$ cat src/logic/backend_pkg.sv
`default_nettype none

package backend_pkg;

  localparam int ILEN     = 32;
  localparam int NUM_REGS = 32;
  localparam int REG_AW   = 5;

  // Major opcodes accepted by the back end
  localparam logic [6:0] OPC_REG = 7'b0110011;
  localparam logic [6:0] OPC_IMM = 7'b0010011;

  typedef struct packed {
    logic [6:0]        funct7;
    logic [REG_AW-1:0] rs2;
    logic [REG_AW-1:0] rs1;
    logic [2:0]        funct3;
    logic [REG_AW-1:0] rd;
    logic [6:0]        opcode;
  } r_form_t;

  typedef struct packed {
    logic [11:0]       imm12;
    logic [REG_AW-1:0] rs1;
    logic [2:0]        funct3;
    logic [REG_AW-1:0] rd;
    logic [6:0]        opcode;
  } i_form_t;

  // One instruction word, viewed as either encoding
  typedef union packed {
    r_form_t r;
    i_form_t i;
  } instr_word_u;

  typedef enum logic [2:0] {
    OP_ADD,
    OP_SUB,
    OP_AND,
    OP_OR,
    OP_XOR,
    OP_MUL
  } alu_op_e;

  typedef struct packed {
    alu_op_e           op;
    logic [REG_AW-1:0] rd;
    logic [REG_AW-1:0] rs1;
    logic [REG_AW-1:0] rs2;
    logic              use_imm;
    logic [11:0]       imm12;
  } decoded_op_t;

  // What the bypass network needs to know about an EX stage
  typedef struct packed {
    logic              pending;
    logic [REG_AW-1:0] rd;
    logic              data_valid;
  } stage_tag_t;

  typedef struct packed {
    logic              valid;
    logic [REG_AW-1:0] rd;
  } retire_t;

endpackage

`default_nettype wire

$ cat src/logic/instr_intake.sv
`timescale 1ns/1ps
`default_nettype none

module instr_intake (
  input  logic                            clk_i,
  input  logic                            rst_ni,
  input  logic                            instr_req_i,
  input  logic [backend_pkg::ILEN-1:0]    instr_word_i,
  input  logic                            issue_ready_i,
  output logic                            instr_ack_o,
  output logic                            dec_valid_o,
  output backend_pkg::decoded_op_t        dec_op_o
);

  backend_pkg::instr_word_u word;
  backend_pkg::decoded_op_t dec_next;
  logic                     dec_legal;
  logic                     acked_q;
  logic                     dec_valid_q;
  logic                     capture;

  assign word = instr_word_i;

  //////////////////////////////////////////////////
  // Decode
  //////////////////////////////////////////////////

  always_comb begin
    dec_legal = 1'b0;
    dec_next = '0;
    dec_next.rd = word.r.rd;
    dec_next.rs1 = word.r.rs1;
    unique case (word.r.opcode)
      backend_pkg::OPC_REG: begin
        dec_next.rs2 = word.r.rs2;
        dec_legal = 1'b1;
        unique case ({word.r.funct7, word.r.funct3})
          10'b0000000_000: dec_next.op = backend_pkg::OP_ADD;
          10'b0100000_000: dec_next.op = backend_pkg::OP_SUB;
          10'b0000000_111: dec_next.op = backend_pkg::OP_AND;
          10'b0000000_110: dec_next.op = backend_pkg::OP_OR;
          10'b0000000_100: dec_next.op = backend_pkg::OP_XOR;
          10'b0000001_000: dec_next.op = backend_pkg::OP_MUL;
          default: dec_legal = 1'b0;
        endcase
      end
      backend_pkg::OPC_IMM: begin
        // rs2 stays x0, so only rs1 can ever cause a hazard
        dec_next.use_imm = 1'b1;
        dec_next.imm12 = word.i.imm12;
        dec_legal = 1'b1;
        unique case (word.i.funct3)
          3'b000: dec_next.op = backend_pkg::OP_ADD;
          3'b111: dec_next.op = backend_pkg::OP_AND;
          3'b110: dec_next.op = backend_pkg::OP_OR;
          3'b100: dec_next.op = backend_pkg::OP_XOR;
          default: dec_legal = 1'b0;
        endcase
      end
      default: ;
    endcase
  end

  //////////////////////////////////////////////////
  // Four-phase handshake and decode slot
  //////////////////////////////////////////////////

  // Take a word only when the slot is empty or drains this cycle
  assign capture = !acked_q && instr_req_i && (!dec_valid_q || issue_ready_i);

  always_ff @(posedge clk_i or negedge rst_ni) begin
    if (!rst_ni) begin
      acked_q <= 1'b0;
      dec_valid_q <= 1'b0;
    end else begin
      if (capture) begin
        acked_q <= 1'b1;
      end else if (acked_q && !instr_req_i) begin
        acked_q <= 1'b0;
      end

      if (capture) begin
        dec_valid_q <= dec_legal;
      end else if (issue_ready_i) begin
        dec_valid_q <= 1'b0;
      end
    end
  end

  always_ff @(posedge clk_i) begin
    if (capture) begin
      dec_op_o <= dec_next;
    end
  end

  assign instr_ack_o = acked_q;
  assign dec_valid_o = dec_valid_q;

endmodule

`default_nettype wire

$ cat src/logic/reg_file.sv
`timescale 1ns/1ps
`default_nettype none

module reg_file #(
  parameter int XLEN = 32
) (
  input  logic                           clk_i,
  input  logic                           rst_ni,
  input  logic [backend_pkg::REG_AW-1:0] raddr_a_i,
  input  logic [backend_pkg::REG_AW-1:0] raddr_b_i,
  input  logic [backend_pkg::REG_AW-1:0] waddr_i,
  input  logic [XLEN-1:0]                wdata_i,
  input  logic                           we_i,
  output logic [XLEN-1:0]                rdata_a_o,
  output logic [XLEN-1:0]                rdata_b_o
);

  // No storage for x0
  logic [XLEN-1:0] regs_q [1:backend_pkg::NUM_REGS-1];

  always_ff @(posedge clk_i or negedge rst_ni) begin
    if (!rst_ni) begin
      for (int i = 1; i < backend_pkg::NUM_REGS; i++) begin
        regs_q[i] <= '0;
      end
    end else if (we_i && waddr_i != '0) begin
      regs_q[waddr_i] <= wdata_i;
    end
  end

  assign rdata_a_o = (raddr_a_i == '0) ? '0 : regs_q[raddr_a_i];
  assign rdata_b_o = (raddr_b_i == '0) ? '0 : regs_q[raddr_b_i];

endmodule

`default_nettype wire

$ cat src/logic/operand_bypass.sv
`timescale 1ns/1ps
`default_nettype none

module operand_bypass #(
  parameter int XLEN = 32
) (
  input  backend_pkg::decoded_op_t dec_op_i,
  input  logic [XLEN-1:0]          rf_a_i,
  input  logic [XLEN-1:0]          rf_b_i,
  input  backend_pkg::stage_tag_t  ex1_tag_i,
  input  logic [XLEN-1:0]          ex1_data_i,
  input  backend_pkg::stage_tag_t  ex2_tag_i,
  input  logic [XLEN-1:0]          ex2_data_i,
  output logic [XLEN-1:0]          opnd_a_o,
  output logic [XLEN-1:0]          opnd_b_o,
  output logic                     data_hazard_o
);

  logic hazard_a;
  logic hazard_b;

  // Resolve one source; result is {hazard, value}
  function automatic logic [XLEN:0] resolve(
    input logic                           used,
    input logic [backend_pkg::REG_AW-1:0] src,
    input logic [XLEN-1:0]                rf_val,
    input backend_pkg::stage_tag_t        t1,
    input logic [XLEN-1:0]                d1,
    input backend_pkg::stage_tag_t        t2,
    input logic [XLEN-1:0]                d2
  );
    logic            haz;
    logic [XLEN-1:0] val;
    haz = 1'b0;
    val = rf_val;
    if (used && src != '0) begin
      // Youngest producer wins
      if (t1.pending && t1.rd == src) begin
        val = d1;
        haz = !t1.data_valid;
      end else if (t2.pending && t2.rd == src) begin
        val = d2;
        haz = !t2.data_valid;
      end
    end
    return {haz, val};
  endfunction

  assign {hazard_a, opnd_a_o} = resolve(1'b1, dec_op_i.rs1, rf_a_i,
                                        ex1_tag_i, ex1_data_i, ex2_tag_i, ex2_data_i);
  assign {hazard_b, opnd_b_o} = resolve(!dec_op_i.use_imm, dec_op_i.rs2, rf_b_i,
                                        ex1_tag_i, ex1_data_i, ex2_tag_i, ex2_data_i);

  assign data_hazard_o = hazard_a || hazard_b;

endmodule

`default_nettype wire

$ cat src/logic/seq_multiplier.sv
`timescale 1ns/1ps
`default_nettype none

module seq_multiplier #(
  parameter int XLEN = 32
) (
  input  logic            clk_i,
  input  logic            rst_ni,
  input  logic            req_valid_i,
  input  logic [XLEN-1:0] operand_a_i,
  input  logic [XLEN-1:0] operand_b_i,
  input  logic            resp_ready_i,
  output logic            req_ready_o,
  output logic            resp_valid_o,
  output logic [XLEN-1:0] resp_value_o
);

  localparam int CNT_W = $clog2(XLEN);

  logic             busy_q;
  logic             done_q;
  logic [CNT_W-1:0] cnt_q;
  logic [XLEN-1:0]  acc_q;
  logic [XLEN-1:0]  mcand_q;
  logic [XLEN-1:0]  mplier_q;
  logic             accept;

  assign req_ready_o = !busy_q && !done_q;
  assign accept = req_valid_i && req_ready_o;

  // Control: idle -> busy for XLEN steps -> done until taken
  always_ff @(posedge clk_i or negedge rst_ni) begin
    if (!rst_ni) begin
      busy_q <= 1'b0;
      done_q <= 1'b0;
      cnt_q <= '0;
    end else if (accept) begin
      busy_q <= 1'b1;
      cnt_q <= '0;
    end else if (busy_q) begin
      cnt_q <= cnt_q + 1'b1;
      if (cnt_q == CNT_W'(XLEN - 1)) begin
        busy_q <= 1'b0;
        done_q <= 1'b1;
      end
    end else if (done_q && resp_ready_i) begin
      done_q <= 1'b0;
    end
  end

  // Datapath, one multiplier bit per step
  always_ff @(posedge clk_i) begin
    if (accept) begin
      acc_q <= '0;
      mcand_q <= operand_a_i;
      mplier_q <= operand_b_i;
    end else if (busy_q) begin
      if (mplier_q[0]) begin
        acc_q <= acc_q + mcand_q;
      end
      mcand_q <= mcand_q << 1;
      mplier_q <= mplier_q >> 1;
    end
  end

  assign resp_valid_o = done_q;
  assign resp_value_o = acc_q;

endmodule

`default_nettype wire

$ cat src/logic/exec_pipeline.sv
`timescale 1ns/1ps
`default_nettype none

module exec_pipeline #(
  parameter int XLEN = 32
) (
  input  logic                           clk_i,
  input  logic                           rst_ni,
  input  logic                           dec_valid_i,
  input  backend_pkg::decoded_op_t       dec_op_i,
  input  logic [XLEN-1:0]                rf_a_i,
  input  logic [XLEN-1:0]                rf_b_i,
  output logic                           issue_ready_o,
  output logic                           rf_we_o,
  output logic [backend_pkg::REG_AW-1:0] rf_waddr_o,
  output logic [XLEN-1:0]                rf_wdata_o,
  output backend_pkg::retire_t           retire_o,
  output logic [XLEN-1:0]                retire_data_o
);

  logic [XLEN-1:0] opnd_a, opnd_b, imm_sext, alu_b, alu_result;
  logic            data_hazard, struct_hazard, issue, is_mul;
  logic            mul_ready, mul_valid, mul_owned;
  logic [XLEN-1:0] mul_data;
  backend_pkg::stage_tag_t ex1_tag, ex2_tag;

  // Stage state; *_mul marks a result still owed by the multiplier
  logic                           ex1_pending_q, ex1_pending_d, ex1_mul_q, ex1_mul_d;
  logic [backend_pkg::REG_AW-1:0] ex1_rd_q, ex1_rd_d;
  logic [XLEN-1:0]                ex1_alu_q, ex1_alu_d, ex1_data;
  logic                           ex1_data_valid, ex1_ready;
  logic                           ex2_pending_q, ex2_pending_d, ex2_mul_q, ex2_mul_d;
  logic [backend_pkg::REG_AW-1:0] ex2_rd_q, ex2_rd_d;
  logic [XLEN-1:0]                ex2_alu_q, ex2_alu_d, ex2_data;
  logic                           ex2_data_valid, ex2_ready, retire;

  assign ex1_tag = '{pending: ex1_pending_q, rd: ex1_rd_q, data_valid: ex1_data_valid};
  assign ex2_tag = '{pending: ex2_pending_q, rd: ex2_rd_q, data_valid: ex2_data_valid};

  operand_bypass #(
    .XLEN (XLEN)
  ) u_bypass (
    .dec_op_i      (dec_op_i),
    .rf_a_i        (rf_a_i),
    .rf_b_i        (rf_b_i),
    .ex1_tag_i     (ex1_tag),
    .ex1_data_i    (ex1_data),
    .ex2_tag_i     (ex2_tag),
    .ex2_data_i    (ex2_data),
    .opnd_a_o      (opnd_a),
    .opnd_b_o      (opnd_b),
    .data_hazard_o (data_hazard)
  );

  //////////////////////////////////////////////////
  // Issue and ALU
  //////////////////////////////////////////////////

  assign is_mul = dec_op_i.op == backend_pkg::OP_MUL;
  assign struct_hazard = !ex1_ready || (is_mul && !mul_ready);
  assign issue_ready_o = !data_hazard && !struct_hazard;
  assign issue = dec_valid_i && issue_ready_o;

  assign imm_sext = {{(XLEN - 12){dec_op_i.imm12[11]}}, dec_op_i.imm12};
  assign alu_b = dec_op_i.use_imm ? imm_sext : opnd_b;

  always_comb begin
    unique case (dec_op_i.op)
      backend_pkg::OP_SUB: alu_result = opnd_a - alu_b;
      backend_pkg::OP_AND: alu_result = opnd_a & alu_b;
      backend_pkg::OP_OR:  alu_result = opnd_a | alu_b;
      backend_pkg::OP_XOR: alu_result = opnd_a ^ alu_b;
      default:             alu_result = opnd_a + alu_b;
    endcase
  end

  // Whichever stage owns the MUL consumes the response in the cycle it shows up
  assign mul_owned = (ex1_pending_q && ex1_mul_q) || (ex2_pending_q && ex2_mul_q);

  seq_multiplier #(
    .XLEN (XLEN)
  ) u_mul (
    .clk_i        (clk_i),
    .rst_ni       (rst_ni),
    .req_valid_i  (issue && is_mul),
    .operand_a_i  (opnd_a),
    .operand_b_i  (opnd_b),
    .resp_ready_i (mul_owned),
    .req_ready_o  (mul_ready),
    .resp_valid_o (mul_valid),
    .resp_value_o (mul_data)
  );

  //////////////////////////////////////////////////
  // EX1 and EX2 stages
  //////////////////////////////////////////////////

  assign ex1_data_valid = ex1_mul_q ? (mul_valid && !ex2_mul_q) : 1'b1;
  assign ex1_data = ex1_mul_q ? mul_data : ex1_alu_q;
  assign ex2_data_valid = ex2_mul_q ? mul_valid : 1'b1;
  assign ex2_data = ex2_mul_q ? mul_data : ex2_alu_q;

  assign ex2_ready = !ex2_pending_q || ex2_data_valid;
  assign ex1_ready = ex2_ready || !ex1_pending_q;
  assign retire = ex2_pending_q && ex2_data_valid;

  always_comb begin
    ex1_pending_d = ex1_pending_q;
    ex1_mul_d = ex1_mul_q;
    ex1_rd_d = ex1_rd_q;
    ex1_alu_d = ex1_alu_q;
    // A result that arrived early is folded into the ALU data register
    if (ex1_data_valid) begin
      ex1_mul_d = 1'b0;
      ex1_alu_d = ex1_data;
    end
    if (ex2_ready) begin
      ex1_pending_d = 1'b0;
      ex1_mul_d = 1'b0;
    end
    if (issue) begin
      ex1_pending_d = 1'b1;
      ex1_mul_d = is_mul;
      ex1_rd_d = dec_op_i.rd;
      ex1_alu_d = alu_result;
    end

    ex2_pending_d = ex2_pending_q;
    ex2_mul_d = ex2_mul_q;
    ex2_rd_d = ex2_rd_q;
    ex2_alu_d = ex2_alu_q;
    if (ex2_data_valid) begin
      ex2_pending_d = 1'b0;
      ex2_mul_d = 1'b0;
    end
    if (ex1_pending_q && ex2_ready) begin
      ex2_pending_d = 1'b1;
      ex2_mul_d = ex1_mul_q && !ex1_data_valid;
      ex2_rd_d = ex1_rd_q;
      ex2_alu_d = ex1_data;
    end
  end

  always_ff @(posedge clk_i or negedge rst_ni) begin
    if (!rst_ni) begin
      ex1_pending_q <= 1'b0;
      ex1_mul_q <= 1'b0;
      ex2_pending_q <= 1'b0;
      ex2_mul_q <= 1'b0;
    end else begin
      ex1_pending_q <= ex1_pending_d;
      ex1_mul_q <= ex1_mul_d;
      ex2_pending_q <= ex2_pending_d;
      ex2_mul_q <= ex2_mul_d;
    end
  end

  always_ff @(posedge clk_i) begin
    ex1_rd_q <= ex1_rd_d;
    ex1_alu_q <= ex1_alu_d;
    ex2_rd_q <= ex2_rd_d;
    ex2_alu_q <= ex2_alu_d;
  end

  // Retire and write back from EX2
  assign rf_we_o = retire;
  assign rf_waddr_o = ex2_rd_q;
  assign rf_wdata_o = ex2_data;
  assign retire_o = '{valid: retire, rd: ex2_rd_q};
  assign retire_data_o = (ex2_rd_q == '0) ? '0 : ex2_data;

endmodule

`default_nettype wire

$ cat src/logic/backend_top.sv
`timescale 1ns/1ps
`default_nettype none

module backend_top #(
  parameter int XLEN = 32
) (
  input  logic                         clk_i,
  input  logic                         rst_ni,
  input  logic                         instr_req_i,
  input  logic [backend_pkg::ILEN-1:0] instr_word_i,
  output logic                         instr_ack_o,
  output backend_pkg::retire_t         retire_o,
  output logic [XLEN-1:0]              retire_data_o
);

  logic                           dec_valid;
  backend_pkg::decoded_op_t       dec_op;
  logic                           issue_ready;
  logic [XLEN-1:0]                rf_a, rf_b, rf_wdata;
  logic                           rf_we;
  logic [backend_pkg::REG_AW-1:0] rf_waddr;

  instr_intake u_intake (
    .clk_i         (clk_i),
    .rst_ni        (rst_ni),
    .instr_req_i   (instr_req_i),
    .instr_word_i  (instr_word_i),
    .issue_ready_i (issue_ready),
    .instr_ack_o   (instr_ack_o),
    .dec_valid_o   (dec_valid),
    .dec_op_o      (dec_op)
  );

  // Read ports follow the decode slot
  reg_file #(
    .XLEN (XLEN)
  ) u_reg_file (
    .clk_i     (clk_i),
    .rst_ni    (rst_ni),
    .raddr_a_i (dec_op.rs1),
    .raddr_b_i (dec_op.rs2),
    .waddr_i   (rf_waddr),
    .wdata_i   (rf_wdata),
    .we_i      (rf_we),
    .rdata_a_o (rf_a),
    .rdata_b_o (rf_b)
  );

  exec_pipeline #(
    .XLEN (XLEN)
  ) u_pipe (
    .clk_i         (clk_i),
    .rst_ni        (rst_ni),
    .dec_valid_i   (dec_valid),
    .dec_op_i      (dec_op),
    .rf_a_i        (rf_a),
    .rf_b_i        (rf_b),
    .issue_ready_o (issue_ready),
    .rf_we_o       (rf_we),
    .rf_waddr_o    (rf_waddr),
    .rf_wdata_o    (rf_wdata),
    .retire_o      (retire_o),
    .retire_data_o (retire_data_o)
  );

endmodule

`default_nettype wire

$ cat config.mk
export PLATFORM = sky130hd
export DESIGN_NAME = backend_top
export DESIGN_NICKNAME = d
export VERILOG_FILES = /design/src/logic/backend_pkg.sv /design/src/logic/instr_intake.sv /design/src/logic/reg_file.sv /design/src/logic/operand_bypass.sv /design/src/logic/seq_multiplier.sv /design/src/logic/exec_pipeline.sv /design/src/logic/backend_top.sv
export SDC_FILE = /design/constraint.sdc
export NUM_CORES = 2
export LEC_CHECK = 0
export ABC_AREA = 1
export BUFFER_PORTS_ARGS = -buffer_cell sky130_fd_sc_hd__buf_2
export CORE_AREA = 2 2 352 389
export CTS_CLUSTER_DIAMETER = 30
export CTS_CLUSTER_SIZE = 25
export DETAILED_ROUTE_END_ITERATION = 8
export DIE_AREA = 0 0 354 391
export PLACE_DENSITY = 0.68
export SYNTH_ARGS = -nofsm -noshare
export SYNTH_HDL_FRONTEND = slang
export SYNTH_SLANG_ARGS = --single-unit
$ cat constraint.sdc
create_clock -name clk_i -period 8.67 [get_ports clk_i]
set_clock_uncertainty 0.2 [all_clocks]
set_input_delay 1.3005 -clock clk_i [delete_from_list [all_inputs] [get_ports clk_i]]
set_output_delay 1.3005 -clock clk_i [all_outputs]
set_load 0.05 [all_outputs]
==> metrics.yaml <==
finish:
  mostFrequentLayoutCells: "nand2_1, o21ai_0, dfrtp_1"
  areaGrowthSynthToFinish_pct: 16.1
  antenna_cells: 0
  final_common_cell: "nand2_1"
  drive_above_1_share_pct: 10.1
  postLayoutCoreUtil_pct: 61.0
  final_nets: 9593
floorplanning:
  dieWidth_um: 354
  ios: 74
  die-area_um2: 138000
  die_y_um: 391
  start_util_pct: 52.5
  rows: 142
  core-area_um2: 135000
yosys:
  async_flop_share_pct: 83.3
  yosysUniqueCellTypes: 64
  syn_inst: 9635
  synth_edf_count: 169
  synth-main-ff-cell: "dfrtp_1"
  ys_warn_count: 0
  synth.ff_latch_count: 1206
  netlist_area_um2: 70900
  synth-seq-area-share_pct: 43.5
  postSynthAreaPerCell_um2: 7.36
  synthesis.nets: 9801
setup_path:
  cp_max_fo: 71
  crit_type: "reg -> reg"
  worst-path-buf-inv: 2
  max_stage_delay_ns: 0.60
  crit_family: "simple AND/OR/NAND/NOR gates"
  worst_path_most_repeated_cell: "nand2_1"
  required_ns: 9.07
  crit_path_top_delay_cell: "edfxtp_1"
  rrSetupSlack_ns: 1.54
  cp_data_arrival_time_ns: 7.53
  end_kind: "register"
  startpoint_type: "register"
grt:
  grt_use_total_pct: 41.8
  grt_pass1_wl_um: 436000
  overflow: 0
  first_global_vias: 68300
  antenna_found_initial: 7
  grt_max_degree: 181
cts:
  cts_root_buffer: "clkbuf_16"
  path_clk_slew_ns: 0.05
  hold_buffers: 0
  cts_buffer_depth: 4
  cts_made_buffers: 298
  cts_tree: "yes"
  cts-resized-gates: 0
  cts_setup_buffers: 0
  ctsHtreeMaxLevel: 5
  clock_latency_ns: 0.94
  cts.sinks: 1206
drt:
  vias_per_cell: 6.29
  post_drt_wl_per_cell_um: 25.8
  ant_nets: 0
  num_vias: 72000
  finalWirelength_um: 296000
  drtIter0Drc: 10300
  drc_errors: 0
  dr.pass1.iters: 9
timing:
  slew_headroom_pct: 17.5
  fin_setup_tns_ns: 0
  setup_viol: 0
  worst_pin_slew_ns: 1.24
  rsz0062_at_grt: "false"
  finalHoldViolations: 0
  fmax_mhz: 140
  fin_crit_ns: 7.13
  fin_crit_sh_pct: 82.3
  slew_viol_final: 0
power_and_ir_drop:
  p_int_mw: 13.9
  combPwrFrac_pct: 8.8
  power_density_nw_per_um2: 227
  power.leakage_nw: 36.8
  seq_power_share_pct: 31.1
  power.net_switching_mw: 4.79
  p_sw_share_pct: 25.6
  power_mw: 18.7
  power_frac_clock_pct: 60.1
  vdd_drop_max_mv: 0.214
placement:
  gp_congestion: 0.985
  place_hpwl_um: 175000
  io_buffers: 73
run_status:
  status: "completed"
job:
  max_cap_violations: 0
min_path:
  hold_class: "in -> async"
cells by family (layout without fill, tap and decap cells):
| logic type | count (synthesis) | after routing | share of synthesized area [%] |
|---|---|---|---|
| buffers and inverters | 1568 | 1583 | 9.02 |
| AO/OA/AOI/OAI | 2787 | 2787 | 21.9 |
| adder cells (fa/ha/maj) | 131 | 131 | 2.33 |
| flip-flops | 1206 | 1206 | 43.5 |
| XOR/XNOR | 67 | 67 | 0.828 |
| multiplexers | 3 | 3 | 0.0423 |
| AND/OR/NAND/NOR | 3873 | 3873 | 22.4 |
worst reg2reg max path: cells and delay by family (launching register included):
| family | cells | cell delay (ns) |
|---|---|---|
| AOI/OAI and AO/OA | 5 | 1.17 |
| xor gates and xnor gates | 1 | 0.17 |
| adders and majority gates | 2 | 0.62 |
| buffers and inverters | 2 | 1.02 |
| DFF | 1 | 0.60 |
| and+or+nand+nor | 20 | 3.03 |
final timing paths:
kind / startpoint / depth (start not counted) / endpoint
max in group asynchronous: rst_ni / 3 / u_reg_file.regs_q[852]
min in group clk_i: u_intake.dec_op_o[25] / 0 / u_pipe.ex1_rd_q[2]
max reg2reg: u_intake.dec_op_o[14] / 30 / u_pipe.ex1_alu_q[28]
min reg2reg: u_intake.dec_op_o[25] / 0 / u_pipe.ex1_rd_q[2]
min: rst_ni / 1 / u_reg_file.regs_q[516]
max: u_intake.dec_op_o[14] / 30 / u_pipe.ex1_alu_q[28]
per-layer routing:
layer	vias to the layer above	wire length, um	track usage, %
met5	-	52	0
met4	8	20800	26.2
met3	1237	37100	11.4
met2	4954	127000	63.0
met1	34000	111000	53.4
li1	31800	-	-
cell usage after synthesis, drive strengths merged, types with 5 or more instances:
cell type / number / area [um^2]
o21ai: 1579 / 7910
a31oi: 100 / 626
xor2: 50 / 438
inv: 804 / 3020
nand2: 2558 / 9740
o21bai: 9 / 67.6
a21boi: 5 / 48.8
clkinv: 5 / 22.5
edfxtp: 169 / 5070
o221ai: 65 / 569
a21oi: 631 / 3210
o2111ai: 21 / 184
o31ai: 10 / 75.1
xnor2: 17 / 149
dfrtp: 1005 / 25100
nand4: 16 / 100
ha: 129 / 1610
or2: 58 / 363
nand3: 637 / 3200
a22oi: 14 / 105
nor4: 6 / 37.5
a21o: 6 / 45.0
o22ai: 9 / 56.3
nor2: 543 / 2120
a211oi: 18 / 135
dfxtp: 32 / 641
a221oi: 39 / 342
nor3: 47 / 260
buf: 260 / 1480
o211ai: 270 / 2030
clkbuf: 499 / 1870
metrics by stage:
step | instance area [um^2] | hold WS, ns | instances | setup slack (ns)
after floorplan | 70900 | 0.200 | 9635 | 3.88
after global placement | 72300 | 0.201 | 10900 | 1.79
after detailed placement | 72300 | 0.205 | 10900 | 1.71
after CTS | 82300 | 0.210 | 11500 | 1.64
after global routing | 82300 | 0.222 | 11500 | 1.21
final | 82300 | 0.194 | 11500 | 1.54
final cells by class:
class | count | area, um^2
flip-flops and latches | 1206 | 30900
inverters | 809 | 3070
repair buffers | 251 | 1990
fillers | 12000 | 52700
clock inverters | 151 | 1890
well taps | 1800 | 2250
multi-input cells | 6861 | 34100
clock buffers | 372 | 8160
state kept, by name (all words and copies together) (netlist names):
name and cells:
u_pipe.u_mul.resp_value_o 32, u_pipe.ex2_alu_q 32, u_pipe.ex2_pending_q 1, u_pipe.ex1_mul_q 1, u_pipe.u_mul.cnt_q 5, u_pipe.u_mul.busy_q 1, u_intake.instr_ack_o 1, u_pipe.u_mul.resp_valid_o 1
u_intake.dec_op_o 31, u_pipe.rf_waddr_o 5, u_pipe.ex1_alu_q 32, u_pipe.ex1_pending_q 1, u_pipe.ex1_rd_q 5, u_reg_file.regs_q 992, u_pipe.ex2_mul_q 1, u_pipe.u_mul.mcand_q 32
u_pipe.u_mul.mplier_q 32, u_intake.dec_valid_o 1
power by group through the flow:
stage / Sequential [mW] / Clock, mW / Combinational [mW]
final: 5.83 / 11.3 / 1.65
after global routing: 5.82 / 11.6 / 1.76
after CTS: 5.83 / 11.3 / 1.59
after detailed placement: 5.91 / 0 / 1.58
after global placement: 5.91 / 0 / 1.58
after floorplan: 5.89 / 0 / 0.970
(Power assumes the default switching activity.)
